## config.mk

```make
export PLATFORM = sky130hd
export DESIGN_NAME = rcc_bdcr_top
export DESIGN_NICKNAME = d
export VERILOG_FILES = /design/src/logic/rcc_bdcr_pkg.sv /design/src/logic/rcc_bdcr_if.sv /design/src/logic/rcc_bdcr_seq.sv /design/src/logic/rcc_settle_timer.sv /design/src/logic/rcc_bdcr_shadow.sv /design/src/logic/rcc_vsw_dft_sig_loopback.sv /design/src/logic/rcc_vsw_bdcr.sv /design/src/logic/rcc_bdcr_top.sv
export VERILOG_INCLUDE_DIRS = /design/src /design/src/include
export SDC_FILE = /design/constraint.sdc
export NUM_CORES = 1
export LEC_CHECK = 0
export BUFFER_PORTS_ARGS = -buffer_cell sky130_fd_sc_hd__buf_2
export CAP_MARGIN = 20
export CORE_AREA = 5 5 57 59
export CTS_CLUSTER_DIAMETER = 80
export DETAILED_ROUTE_END_ITERATION = 12
export DIE_AREA = 0 0 62 64
export PLACE_DENSITY = 0.72
export SLEW_MARGIN = 20
export SYNTH_ARGS = -nofsm -noshare
export SYNTH_HDL_FRONTEND = slang
export SYNTH_SLANG_ARGS = --single-unit
```

## constraint.sdc

```tcl
create_clock -name clk -period 1.35 [get_ports clk]
set_input_delay 0.27 -clock clk [delete_from_list [all_inputs] [get_ports clk]]
set_output_delay 0.27 -clock clk [all_outputs]
set_load 0.01 [all_outputs]
```

## src/include/rcc_bdcr_defs.svh

```systemverilog
`ifndef RCC_BDCR_DEFS_SVH
`define RCC_BDCR_DEFS_SVH

// ============================================================
// backup domain control word
// ============================================================

`define RCC_BDCR_W 16 // bdcr word width

// reset value of shadow and switched-domain registers
`define RCC_BDCR_RST 16'h0000

// ============================================================
// crossing timing
// ============================================================

// cycles the next value is held stable before the commit strobe
`define RCC_SETTLE_CYCLES 4

`endif

```

## src/logic/rcc_bdcr_pkg.sv

```systemverilog
package rcc_bdcr_pkg;

  `include "rcc_bdcr_defs.svh"

  // ============================================================
  // bdcr field layout, msb first
  // ============================================================
  typedef struct packed {
    logic       bdrst;      // backup domain reset
    logic [3:0] rsvd_14_11;
    logic       rtcen;      // rtc clock enable
    logic [1:0] rtcsel;     // rtc clock source
    logic       rsvd_7;
    logic       lsecssd;    // css detect, read only
    logic       lsecsson;   // css enable
    logic [1:0] lsedrv;     // lse drive strength
    logic       lsebyp;     // lse bypass
    logic       rsvd_1;
    logic       lseon;      // lse enable
  } bdcr_fields_t;

  // raw word at the software side, field view in the switched domain
  typedef union packed {
    logic [`RCC_BDCR_W-1:0] raw;
    bdcr_fields_t           f;
  } bdcr_u;

  // ============================================================
  // write sequencer
  // ============================================================
  typedef enum logic [1:0] {
    IDLE   = 2'd0, // ready for a software write
    DRIVE  = 2'd1, // next value presented on the crossing
    SETTLE = 2'd2, // waiting out the settle window
    COMMIT = 2'd3  // load strobe to switched domain
  } bdcr_state_e;

endpackage

```

## src/logic/rcc_bdcr_if.sv

```systemverilog
`timescale 1ns/1ps

interface rcc_bdcr_if import rcc_bdcr_pkg::*; ();

  bdcr_u nxt;  // core to switched domain
  bdcr_u cur;  // switched domain back to core
  logic  load; // commit strobe

  // ============================================================
  // modports
  // ============================================================

  // side that requests the next value
  modport src (
    output nxt,
    output load,
    input  cur
  );

  // side that holds the current value
  modport dst (
    input  nxt,
    input  load,
    output cur
  );

endinterface

```

## src/logic/rcc_bdcr_seq.sv

```systemverilog
`timescale 1ns/1ps

module rcc_bdcr_seq import rcc_bdcr_pkg::*; (
  input  logic clk,
  input  logic rst_n,
  input  logic sw_valid,
  output logic sw_ready,
  output logic capture,
  output logic timer_start,
  input  logic timer_done,
  output logic load
);

  bdcr_state_e state;
  bdcr_state_e state_nxt;

  // ============================================================
  // state register
  // ============================================================
  always_ff @(posedge clk or negedge rst_n) begin
    if (!rst_n) begin
      state <= IDLE;
    end else begin
      state <= state_nxt;
    end
  end

  // ============================================================
  // next state
  // ============================================================
  always_comb begin
    state_nxt = state;
    case (state)
      IDLE: begin
        if (sw_valid) begin
          state_nxt = DRIVE; // write accepted
        end
      end
      DRIVE: begin
        state_nxt = SETTLE; // single cycle
      end
      SETTLE: begin
        if (timer_done) begin
          state_nxt = COMMIT;
        end
      end
      COMMIT: begin
        state_nxt = IDLE; // switched domain latches here
      end
      default: begin
        state_nxt = IDLE;
      end
    endcase
  end

  // ============================================================
  // outputs
  // ============================================================

  // only idle takes a new word, everything else is back-pressure
  assign sw_ready = (state == IDLE);

  assign capture = sw_valid & sw_ready; // shadow grabs wdata on accept

  // timer loads on the edge that enters settle
  assign timer_start = (state == DRIVE);

  assign load = (state == COMMIT);

endmodule

```

## src/logic/rcc_settle_timer.sv

```systemverilog
`timescale 1ns/1ps

`include "rcc_bdcr_defs.svh"

module rcc_settle_timer (
  input  logic clk,
  input  logic rst_n,
  input  logic start,
  output logic done
);

  localparam int CNT_W = $clog2(`RCC_SETTLE_CYCLES + 1);

  logic [CNT_W-1:0] cnt; // remaining settle cycles

  // ============================================================
  // down-counter
  // ============================================================
  always_ff @(posedge clk or negedge rst_n) begin
    if (!rst_n) begin
      cnt <= '0;
    end else if (start) begin
      cnt <= CNT_W'(`RCC_SETTLE_CYCLES); // reload, also mid count
    end else if (cnt != '0) begin
      cnt <= cnt - 1'b1;
    end
  end

  // last cycle of the window
  // counter reads 1 in the settle-th cycle after start
  assign done = (cnt == CNT_W'(1));

endmodule

```

## src/logic/rcc_bdcr_shadow.sv

```systemverilog
`timescale 1ns/1ps

`include "rcc_bdcr_defs.svh"

module rcc_bdcr_shadow import rcc_bdcr_pkg::*; (
  input  logic                   clk,
  input  logic                   rst_n,
  input  logic                   capture,
  input  logic [`RCC_BDCR_W-1:0] wdata,
  rcc_bdcr_if.src                xfer,
  input  logic                   load_in
);

  bdcr_u wr_word; // wdata with switched-domain bits stripped
  bdcr_u nxt_q;   // requested next value

  // ============================================================
  // write masking
  // ============================================================
  always_comb begin
    wr_word.raw          = wdata;
    wr_word.f.lsecssd    = 1'b0; // set by hardware only
    wr_word.f.rsvd_14_11 = '0;
    wr_word.f.rsvd_7     = 1'b0;
    wr_word.f.rsvd_1     = 1'b0;
  end

  // ============================================================
  // next-value register
  // ============================================================
  always_ff @(posedge clk or negedge rst_n) begin
    if (!rst_n) begin
      nxt_q.raw <= `RCC_BDCR_RST;
    end else if (capture) begin
      nxt_q <= wr_word;
    end
  end

  assign xfer.nxt  = nxt_q;
  assign xfer.load = load_in; // commit strobe from sequencer

endmodule

```

## src/logic/rcc_vsw_dft_sig_loopback.sv

```systemverilog
`timescale 1ns/1ps

module rcc_vsw_dft_sig_loopback import rcc_bdcr_pkg::*; (
  input  logic    testmode,
  rcc_bdcr_if.dst func, // from core shadow
  rcc_bdcr_if.src gen   // to switched domain
);

  bdcr_u test_nxt; // remap of the current value

  // ============================================================
  // test remap
  // ============================================================
  always_comb begin
    test_nxt.raw        = '0; // reserved and lsecssd stay zero
    test_nxt.f.bdrst    = gen.cur.f.bdrst;
    test_nxt.f.lsebyp   = gen.cur.f.lsebyp;
    test_nxt.f.lsecsson = gen.cur.f.lsecssd;
    test_nxt.f.lsedrv   = gen.cur.f.lsedrv;
    test_nxt.f.lseon    = gen.cur.f.lsecsson;
    test_nxt.f.rtcen    = gen.cur.f.lseon ^ gen.cur.f.rtcen;
    test_nxt.f.rtcsel   = gen.cur.f.rtcsel;
  end

  // ============================================================
  // test mux
  // ============================================================

  // testmode 0 functional, 1 loopback
  assign gen.nxt = testmode ? test_nxt : func.nxt;

  assign gen.load = func.load; // strobe untouched

  // current value returns to the core as is
  assign func.cur = gen.cur;

endmodule

```

## src/logic/rcc_vsw_bdcr.sv

```systemverilog
`timescale 1ns/1ps

`include "rcc_bdcr_defs.svh"

module rcc_vsw_bdcr import rcc_bdcr_pkg::*; (
  input  logic    clk,
  input  logic    rst_n,
  rcc_bdcr_if.dst xfer,
  input  logic    lse_css_fail
);

  bdcr_u cur_q;   // switched-domain register
  bdcr_u cur_d;
  logic  css_set; // failure seen with css armed

  // ============================================================
  // next value
  // ============================================================
  always_comb begin
    css_set = lse_css_fail & cur_q.f.lsecsson & cur_q.f.lseon & ~cur_q.f.bdrst;
    cur_d   = cur_q;
    if (xfer.load) begin
      cur_d                = xfer.nxt;
      cur_d.f.lsecssd      = cur_q.f.lsecssd | css_set; // own bit, not from core
      cur_d.f.rsvd_14_11   = '0;
      cur_d.f.rsvd_7       = 1'b0;
      cur_d.f.rsvd_1       = 1'b0;
      if (cur_d.f.bdrst) begin
        // backup reset wipes the domain, detect flag included
        cur_d.raw     = '0;
        cur_d.f.bdrst = 1'b1;
      end
    end else if (css_set) begin
      cur_d.f.lsecssd = 1'b1; // sticky until bdrst commit
    end
  end

  // ============================================================
  // register
  // ============================================================
  always_ff @(posedge clk or negedge rst_n) begin
    if (!rst_n) begin
      cur_q.raw <= `RCC_BDCR_RST;
    end else begin
      cur_q <= cur_d;
    end
  end

  assign xfer.cur = cur_q;

endmodule

```

## src/logic/rcc_bdcr_top.sv

```systemverilog
`timescale 1ns/1ps

`include "rcc_bdcr_defs.svh"

module rcc_bdcr_top (
  input  logic                   clk,
  input  logic                   rst_n,
  input  logic                   testmode,
  input  logic                   sw_valid,
  output logic                   sw_ready,
  input  logic [`RCC_BDCR_W-1:0] sw_wdata,
  output logic [`RCC_BDCR_W-1:0] sw_rdata,
  input  logic                   lse_css_fail
);

  logic capture;     // accept edge, shadow capture
  logic timer_start;
  logic timer_done;
  logic load;        // commit strobe

  rcc_bdcr_if func_if (); // shadow to loopback
  rcc_bdcr_if gen_if ();  // loopback to switched domain

  // ============================================================
  // core side
  // ============================================================
  rcc_bdcr_seq u_seq (
    .clk         (clk),
    .rst_n       (rst_n),
    .sw_valid    (sw_valid),
    .sw_ready    (sw_ready),
    .capture     (capture),
    .timer_start (timer_start),
    .timer_done  (timer_done),
    .load        (load)
  );

  rcc_settle_timer u_timer (
    .clk   (clk),
    .rst_n (rst_n),
    .start (timer_start),
    .done  (timer_done)
  );

  rcc_bdcr_shadow u_shadow (
    .clk     (clk),
    .rst_n   (rst_n),
    .capture (capture),
    .wdata   (sw_wdata),
    .xfer    (func_if.src),
    .load_in (load)
  );

  // ============================================================
  // crossing and switched domain
  // ============================================================
  rcc_vsw_dft_sig_loopback u_loopback (
    .testmode (testmode),
    .func     (func_if.dst),
    .gen      (gen_if.src)
  );

  rcc_vsw_bdcr u_vsw (
    .clk          (clk),
    .rst_n        (rst_n),
    .xfer         (gen_if.dst),
    .lse_css_fail (lse_css_fail)
  );

  assign sw_rdata = gen_if.cur.raw; // readback is the current value

endmodule

```

### After elaboration in Yosys (flattened, before gate mapping)

Cells that the tools add are included.

* flip-flop bits (word level): 30
* input bits: 21
* output and inout port bits: 17

* $add $sub $neg: 1
* equal/unequal tests: 7
* muxes and demuxes: 9
* bitwise gates (word level): 7
* reduce and logical (&&, ||, !) cells: 6

Operators by type and width (count)
* two-way mux 16 bit: 2
* one-hot mux 2 bit (4 select lines): 1
* two-way mux 3 bit: 2
* AND 1 bit: 4
* == test 2 bit (second input constant): 2
* two-way mux 2 bit: 2
* inequality test 2 bit (second input constant): 2
* AND reduction 2 bit: 2
* nonzero test 2 bit: 2
* == test 3 x 1 -> 1 bit (second input constant): 1
* nonzero test 3 bit: 1
* subtractor 3 x 1 -> 3 bit (second input constant): 1
* == test 2 x 1 -> 1 bit (second input constant): 1
* zero test 2 bit: 1
* two-way mux 1 bit: 2
* inequality test 2 x 1 -> 1 bit (second input constant): 1
* NOT 1 bit: 1
* bitwise OR 1 bit: 1
* bitwise XOR 1 bit: 1

### Logic depth before layout (Yosys ltp)

* depth after elaboration: 6
* mapped depth: 5
* mapped depth without buffers: 5

### By module

Synthesis repeated with hierarchy kept, for this count alone.

* cells, all modules: 141
* area, all modules: 1615.3 µm²

Modules (own cells, without submodules)
* rcc_vsw_bdcr: instances 1, cells an instance 43, area each 475.5 µm², sequential area each 250.2 µm²
* rcc_bdcr_shadow: instances 1, cells an instance 28, area each 435.4 µm², sequential area each 225.2 µm²
* rcc_vsw_dft_sig_loopback: instances 1, cells an instance 37, area each 326.6 µm², sequential area each 0.0 µm²
* rcc_settle_timer: instances 1, cells an instance 18, area each 197.7 µm², sequential area each 75.1 µm²
* rcc_bdcr_seq: instances 1, cells an instance 15, area each 180.2 µm², sequential area each 50.0 µm²

### Worst setup path before layout

No wires, ideal clock.

* path kind: register -> register
* start point: register u_seq.state[0]
* end point: register u_seq.state[1]
* data arrival time: 1326 ps
* setup slack: -100 ps
* stages on the path, launching flop included: 6
* buffers on the path: 0
* period minus slack after synthesis: 1450 ps
* cell sequence: dfrtp_1 > inv_1 > ha_1 > nor2b_1 > a21oi_1 > mux2_2

* longest elaborated chain between the ends: 3
* elaborated cells between the ends (all ways): 8

RTL lines
* start: declaration: line rcc_bdcr_seq.sv:14 `bdcr_state_e state;`
* start signal: assignment: line rcc_bdcr_seq.sv:24 `state <= state_nxt;`
* zero test 2 bit (*)
* net sw_ready: line rcc_bdcr_top.sv:10 `output logic sw_ready,`
* inequality test 2 bit (no source line)
* AND reduction 2 bit (no source line)

The timed path passes the listed nets; every way through them passes the cells marked *.
A chain may end at the register's enable or synchronous reset.

### Final worst setup path

* start point: register u_seq.state[1]
* end point: output port sw_ready

* longest elaborated chain between the ends: 1

RTL lines
* zero test 2 bit: line rcc_bdcr_seq.sv:61 `assign sw_ready = (state == IDLE);`
* end: declaration: line rcc_bdcr_top.sv:10

No other way between the ends.

==> run summary <==
The clock input transition at the sequential cells of the worst setup and hold paths came out at 130 ps. The quantity of I/O buffers inserted on ports is 24. The number of register bits inferred by synthesis came out at 24. The final reports fail on setup timing. The data arrival at the endpoint of the critical path came out at approximately 1200 ps.

Across all layers, the routed design uses 780 vias. The placer's final routability congestion estimate came out at between 0.7 and 0.8. The signal on the critical path passes through inv_2 -> ha_4 -> buf_6 -> buf_6. After synthesis, the netlist uses 28 different library cells. STA puts the critical path data required time at 1080 ps. The number of global-route vias before repair came to 824.

The type of element capturing the critical path is an output pin. The slowest stage of the critical path belongs to the cell dfrtp_1. The aggregate routed wire length came out at ~2300 um.

The logic depth of the worst path, buffers included came out at 4. The number of buffer and inverter instances along the worst setup path came out at 3. The floorplan die area is approximately 4000 sq um. The detailed router's first-iteration violation count came out at 11. The total I/O pin count came out at 38. The slew at the pin with the worst max-slew slack came out at 521.0 ps. The remaining design rule violation count came out at 0. The worst hold slack across all endpoints came out at roughly 180 ps. The detailed placer's ending HPWL is approximately 1700 um. The average via count per standard cell is around 5. The final critical path takes up 105.1% of the cycle. The global route total overflow came out at 0. The power density relative to cell area came out at roughly 2300 nW/um^2. Setup violations remaining at the end of the flow were counted as 2. The share of synthesized area occupied by flip-flops and latches came out at 52.81%. The count of cells along the worst hold path is 2. The cell row count came out at 19. The synthesis-to-finish area growth is 24.75%. The largest single stage delay on the critical path is ~400 ps. In this design, the critical path's most frequently occurring cell is buf_6. The routing usage on met2 is between 20% and 30%.

The cell family with the largest share of critical-path delay is flip-flops. The worst ir drop on vdd is 1361 uV. The CTS sink count is 24. The cell type contributing the most total cell area after synthesis is dfrtp_1. The wire length per cell came out at about 15 um. Entering global routing, the biggest net connects 25 pins. The worst-path maximum fanout came out at 3.

TritonCTS built the clock tree. The worst setup path is launched from a flop. The initial utilization of the core area, before any placement, comes to a little over two fifths. TritonCTS created 3 clock buffers.

The area of the mapped netlist came out at between 1000 and 1500 sq um. The final setup skew is between 7 and 8 ps. The H-tree depth reported by CTS is 1. The flow ran to the end, but the final reports show violations. The die is between 60 and 70 um tall.

The initial antenna violation count came out at 0. Setup repair after global routing could not meet its margin everywhere. By area the synthesized netlist is led by dfrtp_1 (53%), mux2_2 (9.9%), ha_1 (7.7%). The synthesized area divided by synthesized cell count is 12.78 sq um. The worst register-to-register path has a depth of 4. The final critical-path setup slack came out at -68.96 ps. The total of fill cells in the finished design came out at 242. The met3 demand-to-capacity share in global routing is roughly 3.2%.

Clock tree synthesis selected as its root buffer the cell clkbuf_4. Max-cap violations in this run came to 0. The number of iterations in the first detailed-routing pass came out at 4. The critical path is of the reg -> out type.

The worst-case clock buffer depth came out at 2. The static leakage is 0.7168 nW. The final number of hold-violating endpoints came out at 0. The final antenna diode count came out at 0. Cells with a size suffix above 1 make up between 40% and 50% of the layout. In this run the horizontal extent of the chip is between 60 and 70 um. The number of placed instances, taps included is around 150.

The count of nets left with antenna violations once routing finished came out at 0. Counting I/O delays and the setup requirement, the final critical path takes 1419 ps. Synthesis produced a netlist whose cell count is just under 90. The number of warnings reported in the yosys synthesis log is 0.

The worst min-delay path category is in -> reg. The highest achievable clock rate came out at between 700 and 800 MHz. After the last flow step, the layout net total stands at between 150 and 200.

The global-route usage over all layers came out at roughly 13%. The later-pin clock latency in the skew report is between 300 and 400 ps. After synthesis, the largest area contributor takes up a little over half of total cell area. The final number of max-transition violations is 0. The worst max-slew margin expressed relative to the limit is 65.27%. The filler-free cell count of the finished design came out at roughly 160.

The first-pass GRT wire length came out at roughly 3800 um. The global-route track usage on met1 is ~15%. The total area inside the core boundary comes to approximately 2700 sq um. The most heavily used metal layer in global routing is met2.
[routing by layer]
layer	vias to the layer above	part of all wire (%)
met4	0	0.52
met2	17	55
met1	392	39
met5	-	0
li1	369	-
met3	2	5.6
[metrics by stage]
stage / power [mW] / setup WS (ps) / area, sq um / utilization [%] / TNS [ps]
2_1_floorplan: 2.203 / 4.492 / 1169 / - / 0
3_3_place_gp: 2.557 / -5.971 / 1301 / 48.87 / -5.971
3_5_place_dp: 2.661 / -66.17 / 1301 / 48.87 / -66.17
4_1_cts: 3.101 / -59.73 / 1375 / 51.64 / -71.83
5_1_grt: 3.462 / -127.2 / 1419 / 53.29 / -177.0
6_report: 3.213 / -68.96 / 1419 / 53.29 / -73.39
[placed cells by master (no fill, tap or decap), types with 2 or more instances in the layout]
master	n
ha_2	2
o2bb2ai_1	2
conb_1	6
nand2b_1	2
a22o_1	5
mux2_2	9
buf_4	8
nand2_1	2
buf_6	2
clkbuf_4	3
buf_2	23
dfrtp_1	24
ha_1	4
nor2_1	2
inv_2	3
inv_1	5
mux2i_1	4
[worst paths after layout]
kind | from | end | slack (ps)
worst max-delay path | u_seq.state[1] | sw_ready | -70
worst min-delay path | sw_wdata[9] | u_shadow.xfer.nxt[9] | 180
worst max register to register | u_seq.state[1] | u_seq.state[1] | 0
worst min register to register | u_vsw.xfer.cur[4] | u_vsw.xfer.cur[4] | 520
max in group asynchronous | rst_n | u_vsw.xfer.cur[5] | 550
min in group asynchronous | rst_n | u_timer.cnt[1] | 450
[synth_stat cells, drive strengths merged]
master	number
dfrtp	24
mux2	10
inv	8
buf	7
ha	7
a22o	5
mux2i	4
nand2	3
a21oi	2
nand2b	2
nor2	2
nor3	2
o22a	2
o2bb2ai	2
a211oi	1
conb	1
nor2b	1
o21a	1
o21ai	1
o22ai	1
o31ai	1
xnor2	1
xor2	1
[final cells by class]
type | instances | area [sq um] | area share [%]
sequential | 24 | 600.6 | 42.33
multi-input combinational | 56 | 519.2 | 36.60
clock buffer | 3 | 22.52 | 1.587
inverter | 8 | 30.03 | 2.116
tap | 31 | 38.79 | 2.734
timing repair buffer | 34 | 207.7 | 14.64
[worst reg2reg max path: cells and delay by family (launching register included)]
kind | cells | cell delay, ps
flops | 1 | 420
mux | 1 | 310
compound gates | 1 | 190
fa+ha+maj | 1 | 180
buf+inv | 1 | 150
[sequential cells by signal, summed over array words and instances, names as in the netlist]
register	count
u_vsw.xfer.cur	10
u_shadow.xfer.nxt	9
u_timer.cnt	3
u_seq.state	2
[what timing repair did]
action | CTS | global route
endpoints found under the setup margin | 2 | 16
pin swaps | 1 | 3
endpoints found under the hold margin | 24 | 0
gates cloned | 0 | 1
buffers inserted | 3 | 2
hold buffers | 1 | 0
gates resized for setup | 4 | 4
[kinds of logic after synthesis]
family                     after synthesis  share of synthesized area (%)
AOI/OAI and AO/OA                       16                          11.22
adders and majority gates                7                          7.700
buffers and inverters                   15                          7.591
DFF                                     24                          52.81
xor gates and xnor gates                 2                          1.540
and+or+nand+nor                         10                          5.392
muxes                                   14                          13.42
other                                    1                         0.3297
[where the power goes]
| group | internal [mW] | total (mW) | switching, mW | leakage, nW |
|---|---|---|---|---|
| Clock | 0.104 | 0.309 | 0.205 | 0.0138 |
| Combinational | 0.876 | 1.60 | 0.725 | 0.405 |
| Sequential | 1.06 | 1.30 | 0.240 | 0.298 |
| Total | 2.04 | 3.21 | 1.17 | 0.717 |
No activity file was read; power rests on OpenSTA's default activity.
